## src/include/fetch_settings.svh

```systemverilog
`ifndef FETCH_SETTINGS_SVH
`define FETCH_SETTINGS_SVH

// First fetch address once the memory port reports reset done
`define FETCH_RESET_VECTOR 32'h0000_2000

// Instruction memory window
`define IMEM_BASE 32'h0000_2000
`define IMEM_WORDS 256

// Cycles from an accepted command to its DONE, must be 1 or more
`define IMEM_LATENCY 2

// Start-up cycles standing in for cache initialization
`define IMEM_INIT_CYCLES 4

`endif

```

## src/source/fetch_pkg.sv

```systemverilog
package fetch_pkg;

    typedef logic [31:0] addr_t;
    typedef logic [31:0] word_t;
    typedef logic [3:0]  cache_cmd_t;
    typedef logic [3:0]  cache_resp_t;
    typedef logic [31:0] cause_t;

    // Commands from fetch to the memory port
    localparam cache_cmd_t CACHE_CMD_NONE      = 4'd0;
    localparam cache_cmd_t CACHE_CMD_EXECUTE   = 4'd1;
    localparam cache_cmd_t CACHE_CMD_FLUSH_ALL = 4'd4;

    // Responses from the memory port
    localparam cache_resp_t CACHE_RESP_IDLE        = 4'd0;
    localparam cache_resp_t CACHE_RESP_WAIT        = 4'd1;
    localparam cache_resp_t CACHE_RESP_DONE        = 4'd2;
    localparam cache_resp_t CACHE_RESP_MISALIGNED  = 4'd3;
    localparam cache_resp_t CACHE_RESP_PAGEFAULT   = 4'd4;
    localparam cache_resp_t CACHE_RESP_ACCESSFAULT = 4'd5;

    // mcause values, bit 31 marks an interrupt
    localparam cause_t CAUSE_INSTR_MISALIGNED   = 32'd0;
    localparam cause_t CAUSE_INSTR_ACCESS_FAULT = 32'd1;
    localparam cause_t CAUSE_INSTR_PAGE_FAULT   = 32'd12;
    localparam cause_t CAUSE_TIMER_IRQ          = {1'b1, 31'd7};
    localparam cause_t CAUSE_EXTERNAL_IRQ       = {1'b1, 31'd11};

    // addi x0, x0, 0
    localparam word_t INSTR_NOP = {12'h000, 5'd0, 3'b000, 5'd0, 7'b0010011};

    typedef struct packed {
        logic   valid;
        word_t  instr;
        addr_t  pc;
        logic   exc_start;
        cause_t cause;
    } f2e_t;

    typedef struct packed {
        logic  ready;
        logic  exc_start;
        logic  exc_return;
        addr_t exc_epc;
        logic  flush;
        logic  branchtaken;
        addr_t branchtarget;
    } e2f_t;

    typedef struct packed {
        logic  request;
        logic  set_pc;
        logic  exit_request;
        addr_t pc;
    } dbg_req_t;

    typedef struct packed {
        logic timer;
        logic external;
    } irq_t;

endpackage

```

## src/source/fetch_unit.sv

```systemverilog
`timescale 1ns/1ps
`include "fetch_settings.svh"

module fetch_unit (
    input  logic                   clk,
    input  logic                   reseted,
    input  fetch_pkg::addr_t       mtvec,
    input  fetch_pkg::irq_t        irq,
    input  fetch_pkg::e2f_t        e2f,
    input  fetch_pkg::dbg_req_t    dbg,
    input  fetch_pkg::cache_resp_t c_response,
    input  fetch_pkg::word_t       c_load_data,
    input  logic                   c_reset_done,
    output fetch_pkg::cache_cmd_t  c_cmd,
    output fetch_pkg::addr_t       c_address,
    output fetch_pkg::f2e_t        f2e,
    output logic                   dbg_mode,
    output logic                   dbg_done
);
    import fetch_pkg::*;

    addr_t  pc;
    addr_t  next_pc;
    word_t  saved_instr;
    word_t  fetched;
    cause_t cause;

    logic just_reset;
    logic flushing;
    logic after_flush;

    logic resp_done;
    logic resp_wait;
    logic resp_idle;
    logic resp_fault;
    logic dbg_exit;
    logic decide;
    logic enter_dbg;
    logic start_flush;
    logic dbg_load;
    logic exc_start;
    logic show;

    assign resp_done  = (c_response == CACHE_RESP_DONE);
    assign resp_wait  = (c_response == CACHE_RESP_WAIT);
    assign resp_idle  = (c_response == CACHE_RESP_IDLE);
    assign resp_fault = (c_response == CACHE_RESP_MISALIGNED) ||
                        (c_response == CACHE_RESP_ACCESSFAULT) ||
                        (c_response == CACHE_RESP_PAGEFAULT);
    assign dbg_exit   = dbg_mode && dbg.exit_request;

    assign c_address = next_pc;

    // Fault codes win over interrupts, external over timer
    always_comb begin
        cause = '0;
        if (c_response == CACHE_RESP_MISALIGNED) begin
            cause = CAUSE_INSTR_MISALIGNED;
        end else if (c_response == CACHE_RESP_ACCESSFAULT) begin
            cause = CAUSE_INSTR_ACCESS_FAULT;
        end else if (c_response == CACHE_RESP_PAGEFAULT) begin
            cause = CAUSE_INSTR_PAGE_FAULT;
        end else if (irq.external) begin
            cause = CAUSE_EXTERNAL_IRQ;
        end else if (irq.timer) begin
            cause = CAUSE_TIMER_IRQ;
        end
    end

    // Command and next address
    always_comb begin
        next_pc     = pc;
        c_cmd       = CACHE_CMD_NONE;
        exc_start   = 1'b0;
        decide      = 1'b0;
        enter_dbg   = 1'b0;
        start_flush = 1'b0;
        dbg_load    = 1'b0;
        if (c_reset_done) begin
            if (dbg_mode && !dbg.exit_request) begin
                // Halted, only the debug PC may change
                if (dbg.set_pc) begin
                    next_pc  = dbg.pc;
                    dbg_load = 1'b1;
                end
            end else if (flushing) begin
                if (!resp_done) begin
                    c_cmd = CACHE_CMD_FLUSH_ALL;
                end
            end else if (resp_wait) begin
                // Repeat the outstanding fetch
                c_cmd = CACHE_CMD_EXECUTE;
            end else if (just_reset || dbg_exit || resp_fault ||
                         (e2f.ready && (resp_done || resp_idle))) begin
                decide = 1'b1;
                c_cmd  = CACHE_CMD_EXECUTE;
                if (just_reset) begin
                    next_pc = `FETCH_RESET_VECTOR;
                end else if (dbg.request) begin
                    // Park on the address after the last consumed instruction
                    c_cmd     = CACHE_CMD_NONE;
                    enter_dbg = 1'b1;
                    next_pc   = pc + 32'd4;
                end else if (irq.external || irq.timer) begin
                    exc_start = 1'b1;
                    next_pc   = mtvec;
                end else if (e2f.exc_return) begin
                    next_pc = e2f.exc_epc;
                end else if (e2f.branchtaken) begin
                    next_pc = e2f.branchtarget;
                end else if (e2f.ready && e2f.flush) begin
                    c_cmd       = CACHE_CMD_FLUSH_ALL;
                    start_flush = 1'b1;
                end else if (e2f.ready && e2f.exc_start) begin
                    next_pc = mtvec;
                end else if (resp_fault) begin
                    exc_start = 1'b1;
                    next_pc   = mtvec;
                end else begin
                    // Debug exit resumes at the parked or loaded PC
                    next_pc = dbg_exit ? pc : pc + 32'd4;
                end
            end
        end
    end

    // Instruction towards execute
    always_comb begin
        show    = 1'b0;
        fetched = INSTR_NOP;
        if (c_reset_done && !dbg_mode && !just_reset) begin
            if (resp_done && !flushing) begin
                show    = 1'b1;
                fetched = c_load_data;
            end else if (resp_idle && !after_flush) begin
                // Held by back-pressure
                show    = 1'b1;
                fetched = saved_instr;
            end
        end
        f2e.valid     = show && !exc_start;
        f2e.instr     = f2e.valid ? fetched : INSTR_NOP;
        f2e.pc        = pc;
        f2e.exc_start = exc_start;
        f2e.cause     = cause;
    end

    always_ff @(posedge clk) begin
        if (resp_done && !flushing) begin
            saved_instr <= c_load_data;
        end
    end

    always_ff @(posedge clk) begin
        if (reseted) begin
            pc          <= `FETCH_RESET_VECTOR;
            just_reset  <= 1'b1;
            flushing    <= 1'b0;
            after_flush <= 1'b0;
            dbg_mode    <= 1'b0;
            dbg_done    <= 1'b0;
        end else begin
            pc       <= next_pc;
            dbg_done <= dbg_load;
            if (flushing && resp_done) begin
                flushing    <= 1'b0;
                after_flush <= 1'b1;
            end
            if (decide) begin
                just_reset  <= 1'b0;
                after_flush <= 1'b0;
                dbg_mode    <= enter_dbg;
                flushing    <= start_flush;
            end
        end
    end

    // Memory port sees a stable request until it answers
    a_wait_hold: assert property (@(posedge clk) disable iff (reseted)
        c_response == CACHE_RESP_WAIT |->
            (c_cmd == $past(c_cmd)) && (c_address == $past(c_address)));

endmodule

```

## config.mk

```make
export PLATFORM = sky130hd
export DESIGN_NAME = fetch_unit
export DESIGN_NICKNAME = d
export VERILOG_FILES = /design/src/source/fetch_pkg.sv /design/src/source/fetch_unit.sv
export VERILOG_INCLUDE_DIRS = /design/src /design/src/include
export SDC_FILE = /design/constraint.sdc
export NUM_CORES = 1
export LEC_CHECK = 0
export BUFFER_PORTS_ARGS = -buffer_cell sky130_fd_sc_hd__buf_2
export CAP_MARGIN = 20
export CORE_UTILIZATION = 25
export CTS_BUF_LIST = sky130_fd_sc_hd__clkbuf_16
export DETAILED_ROUTE_END_ITERATION = 16
export SLEW_MARGIN = 20
export SYNTH_ARGS = -nofsm -noshare
export SYNTH_HDL_FRONTEND = slang
export SYNTH_SLANG_ARGS = --single-unit
```

## constraint.sdc

```tcl
create_clock -name clk -period 9.3 [get_ports clk]
set_clock_uncertainty 0.1 [all_clocks]
set_input_delay 1.86 -clock clk [delete_from_list [all_inputs] [get_ports clk]]
set_output_delay 1.86 -clock clk [all_outputs]
set_load 0.02 [all_outputs]
```

* After elaboration in Yosys (flattened, before gate mapping) *
Cells that the tools add are included.

word-level totals
  bits in registers = 69
  input port bits = 177

cells by class
  multiplexer cells = 78
  reductions and logical operators = 28
  add/subtract/negate cells = 1
  equality and inequality tests = 5
  bitwise logic cells = 2

operators with widths
  operator                                                         number
  32-bit 2-to-1 mux                                                24
  1-bit 2-to-1 mux                                                 42
  32-bit by 3-bit adder with 32-bit output, second input constant  1
  3-bit 2-to-1 mux                                                 9
  4-bit 2-to-1 mux                                                 3
  1-bit logical AND                                                11
  4-bit by 2-bit == test with 1-bit output, second input constant  2
  4-bit by 3-bit == test with 1-bit output, second input constant  2
  1-bit logical OR                                                 7
  1-bit zero test                                                  6
  4-bit by 1-bit == test with 1-bit output, second input constant  1
  4-bit zero test                                                  1
  3-bit OR reduction                                               1
  1-bit inverter                                                   2
  2-bit nonzero test                                               1
  2-bit OR reduction                                               1

* Longest topological paths before layout *
  word-level depth = 19
  mapped depth = 11

* Worst setup path before layout *
Ideal clock, no wire load.

  path type = input -> output
  from = in c_response[3]
  to = out f2e[87] (netlist name)
  slack = 2933 ps
  arrival time = 4407 ps
  cell stages on the path = 7
  path buffers = 2
  cells stage by stage = buf_2 > nor3_1 > nand3b_1 > inv_1 > clkbuf_1 > a22oi_1 > nor2_1

RTL lines
  what         RTL line          RTL
  from (decl)  fetch_unit.sv:11  input fetch_pkg::cache_resp_t c_response,
  to (decl)    fetch_unit.sv:16  output fetch_pkg::f2e_t f2e,

* Worst setup path in the final report *
  from = in e2f[66] (netlist name)
  to = out c_address[8]

between the ends
  word-level cells in the longest chain between the ends = 9

RTL lines
  what               RTL line           RTL
  from (decl)        fetch_unit.sv:9    input fetch_pkg::e2f_t e2f,
  32-bit 2-to-1 mux  fetch_unit.sv:107  end else if (e2f.exc_return) begin
  32-bit 2-to-1 mux  fetch_unit.sv:104  end else if (irq.external || irq.timer) begin
  32-bit 2-to-1 mux  fetch_unit.sv:99   end else if (dbg.request) begin
  32-bit 2-to-1 mux  fetch_unit.sv:97   if (just_reset) begin
  32-bit 2-to-1 mux  fetch_unit.sv:93   end else if (just_reset || dbg_exit || resp_fault ||
  32-bit 2-to-1 mux  fetch_unit.sv:90   end else if (resp_wait) begin
  32-bit 2-to-1 mux  fetch_unit.sv:86   end else if (flushing) begin
  32-bit 2-to-1 mux  fetch_unit.sv:80   if (dbg_mode && !dbg.exit_request) begin
  32-bit 2-to-1 mux  fetch_unit.sv:79   if (c_reset_done) begin
  to (decl)          fetch_unit.sv:15   output fetch_pkg::addr_t c_address,

Every way passes these cells.

==> metrics.md <==
| Metric | Value |
|---|---|
| Outcome | `completed` |
| Share of cells above drive strength 1 | `32.2%` |
| Pint | `0.610 mW` |
| CP most frequent cell | `buf_2` |
| Initial antenna violation count | `6` |
| Critical path startpoint | `e2f[66]` |
| Crit path time final | `6.77 ns` |
| Setup Viol. Count Final | `0` |
| Reg2reg setup slack | `6.00 ns` |
| Hold Startpoint | `flushing` |
| Critical register-to-register path endpoint | `pc[23]` |
| Area leader, netlist | `edfxtp_1` |
| Die Area | `28,600 um2` |
| Initial Util | `25.6%` |
| Largest net degree at the start of global routing | `62` |
| Synthesized area per cell | `7.67 um2` |
| LEAKAGE | `3.45 nW` |
| Clock share of power | `39.2%` |
| Logic pwr share | `25.0%` |
| Hold Path Stages | `2` |
| PwrDens | `105 nW/um2` |
| Die height | `169 um` |
| Setup Buffers After CTS | `0` |
| Clock Sinks | `69` |
| Slew headroom | `18.3%` |
| Cell row count | `60` |
| Hold endpoint | `flushing` |
| Most used flip-flop cell after synthesis | `dfxtp_1` |
| Fin cells | `1,516` |
| Number of synthesized flops with an enable pin | `32` |
| Syn Std Cell Area | `6970 um2` |
| Area Growth Syn to Fin | `25.8%` |
| Crit share post-route | `72.8%` |
| Register area share after synthesis | `24.4%` |
| Setup WS post-layout | `2.53 ns` |
| Vias | `8,697` |
| Max-cap check violation count | `0` |
| Fin. max-slew vios | `0` |
| Yosys warnings | `0` |
| Seq pwr share | `35.8%` |
| Net Sw Frac | `34.0%` |
| Worst IR drop on VDD | `0.0766 mV` |
| Drt drc | `0` |
| CTS tree | `done` |
| Ys async rst share | `0%` |
| Synth unique cells | `98` |
| CP Data Required Time | `7.34 ns` |
| Final Power | `0.925 mW` |
| Commonest non-fill, non-tap cell in the layout | `buf_2` |
| CP Launch Type | `primary input` |
| Iter 0 DRT Violations | `878` |
| H-tree lvl count | `3` |
| Setup repair after global routing missed its margin | `no` |
| Layout net count | `1,312` |
| CTS buffer count | `9` |
| Slowest stage delay, CP | `0.54 ns` |
| Port bufs | `283` |
| Dpl ws | `2.63 ns` |
| Worst-Margin Slew | `1.22 ns` |
| Fmax achieved | `148 MHz` |
| GP Congestion | `0.950` |
| Worst setup path category | `in2out` |
| Placed Cells | `1,495` |
| CP max-delay cell | `buf_2` |
| Ranking of synthesized cells by area | `edfxtp_1 14%, dfxtp_1 11%, a22oi_1 5.3%` |
| Core area | `27,200 um2` |
| Most frequent cells in the layout | `283 x buf_2, 96 x nor2_1, 75 x nand2_1` |
| Worst path cell trace | `buf_2, nor2b_1, buf_4, a22oi_1, a21oi_1, o311ai_0, a31oi_1, a211oi_1, nor2_1, buf_2` |
| Io pins | `313` |
| Hold-fix buffers, CTS | `0` |
| DIE WIDTH | `169 um` |
| Area share of the largest cell type after synthesis | `13.8%` |
| Root Driver | `clkbuf_16` |
| Crit path max fanout | `30` |
| Avg WL per Cell | `23.2 um` |
| Worst EP arrival | `4.81 ns` |
| Final wirelength | `35,100 um` |
| Net load switching power | `0.315 mW` |
| Cell count after synthesis | `909` |
| Register bit total from synthesis | `69` |
| Grt ovf | `0` |
| CTS max path bufs | `2` |
| Final hold viol count | `0` |
| First-pass DRT Iterations | `5` |
| Final antenna-violating net count | `0` |
| Detailed placement HPWL | `26,500 um` |
| Hold Crit Class | `reg2reg` |
| GRT Total Usage | `24.0%` |
| Worst skew pair latency | `0.35 ns` |
| Post-CTS Resized | `0` |
| Clock-pin slew on the worst setup and hold paths | `0.07 ns` |
| First-pass GRT wire length | `50,900 um` |
| Vias in the first global route | `7,982` |
| CP endpoint kind | `primary output` |
| Reg-to-Reg Start | `pc[11]` |
| Vias per std cell | `5.74` |
| Final TNS setup | `0 ns` |
| Worst R2R Path Depth | `7` |
==> synth_stat cells, types with 7 or more instances <==
| cell type | n |
|---|---|
| or3_1 | 10 |
| a22oi_1 | 49 |
| nor2_1 | 96 |
| nand3_1 | 32 |
| nor2b_1 | 14 |
| dfxtp_1 | 37 |
| edfxtp_1 | 32 |
| o21ai_0 | 47 |
| nand2_1 | 75 |
| and3_1 | 11 |
| a221o_1 | 10 |
| o2111ai_1 | 8 |
| buf_4 | 34 |
| a21oi_1 | 40 |
| buf_1 | 7 |
| inv_1 | 15 |
| and2_1 | 11 |
| a211oi_1 | 8 |
| nor3_1 | 27 |
| clkbuf_1 | 49 |
| o22ai_1 | 28 |
| a221oi_1 | 17 |
| xnor2_1 | 18 |
| o211ai_1 | 11 |
| nand4_1 | 9 |
| nand2b_1 | 7 |
| clkbuf_8 | 8 |
| o221ai_1 | 11 |
| nor4_1 | 11 |
| xor2_1 | 7 |
| buf_2 | 14 |
| a31oi_1 | 19 |
==> registers in the layout (all words and copies together) (netlist names) <==
name / count
after_flush: 1
just_reset: 1
dbg_done: 1
pc: 32
flushing: 1
dbg_mode: 1
saved_instr: 32
==> cell type report <==
type,count,area [um2]
Tap cell,372,465
Clock inverter,7,73.8
Timing Repair Buffer,303,1570
Antenna cell,5,12.5
Fill cell,2978,18400
Multi-Input combinational cell,734,4660
Inverter,17,63.8
Clock buffer,9,225
Sequential cell,69,1700
==> per-layer routing <==
| metal | part of all wire, % | vias to the layer above | GRT usage, % |
|---|---|---|---|
| met5 | 0.037 | - | 0 |
| met4 | 4.5 | 2 | 12.1 |
| met3 | 11 | 93 | 6.62 |
| met2 | 45 | 623 | 38.0 |
| met1 | 39 | 4090 | 29.8 |
| li1 | - | 3889 | - |
==> worst max path at each step <==
| stage | to | slack (ns) | cells past startpoint |
|---|---|---|---|
| after global routing | c_address[8] | 2.38 | 10 |
| after CTS | c_address[8] | 2.63 | 10 |
| final | c_address[8] | 2.53 | 10 |
| after global placement | f2e[66] | 2.67 | 9 |
| after floorplan | f2e[87] | 2.93 | 7 |
| after detailed placement | c_address[8] | 2.63 | 10 |
==> worst max-delay path, delay by kind of cell <==
kind | cells | cell delay, ns
simple gates | 2 | 0.36
compound gates | 5 | 1.58
buf+inv | 3 | 1.00
==> power groups by stage <==
stage | clock (mW) | sequential, mW | combinational [mW]
3_5_place_dp | 0 | 0.338 | 0.226
4_1_cts | 0.370 | 0.331 | 0.227
5_1_grt | 0.381 | 0.332 | 0.246
2_1_floorplan | 0 | 0.336 | 0.134
3_3_place_gp | 0 | 0.338 | 0.224
6_report | 0.362 | 0.331 | 0.231
==> kinds of logic after synthesis <==
logic type	after synthesis	share of synthesized area, %
mux	8	1.18
flops	69	24.4
buf+inv	134	10.9
simple gates	341	25.3
other cells	1	0.0538
compound gates	330	34.8
fa+ha+maj	1	0.179
xor+xnor	25	3.14
==> through the flow <==
stage	cell area (um2)	util, %	hold slack, ns
after floorplan	7080	-	0.457
after global placement	8440	31.1	0.514
after detailed placement	8450	31.1	0.518
after CTS	8750	32.2	0.527
after global routing	8770	32.3	0.580
final	8770	32.3	0.531
No activity file was read; power rests on OpenSTA's default activity.
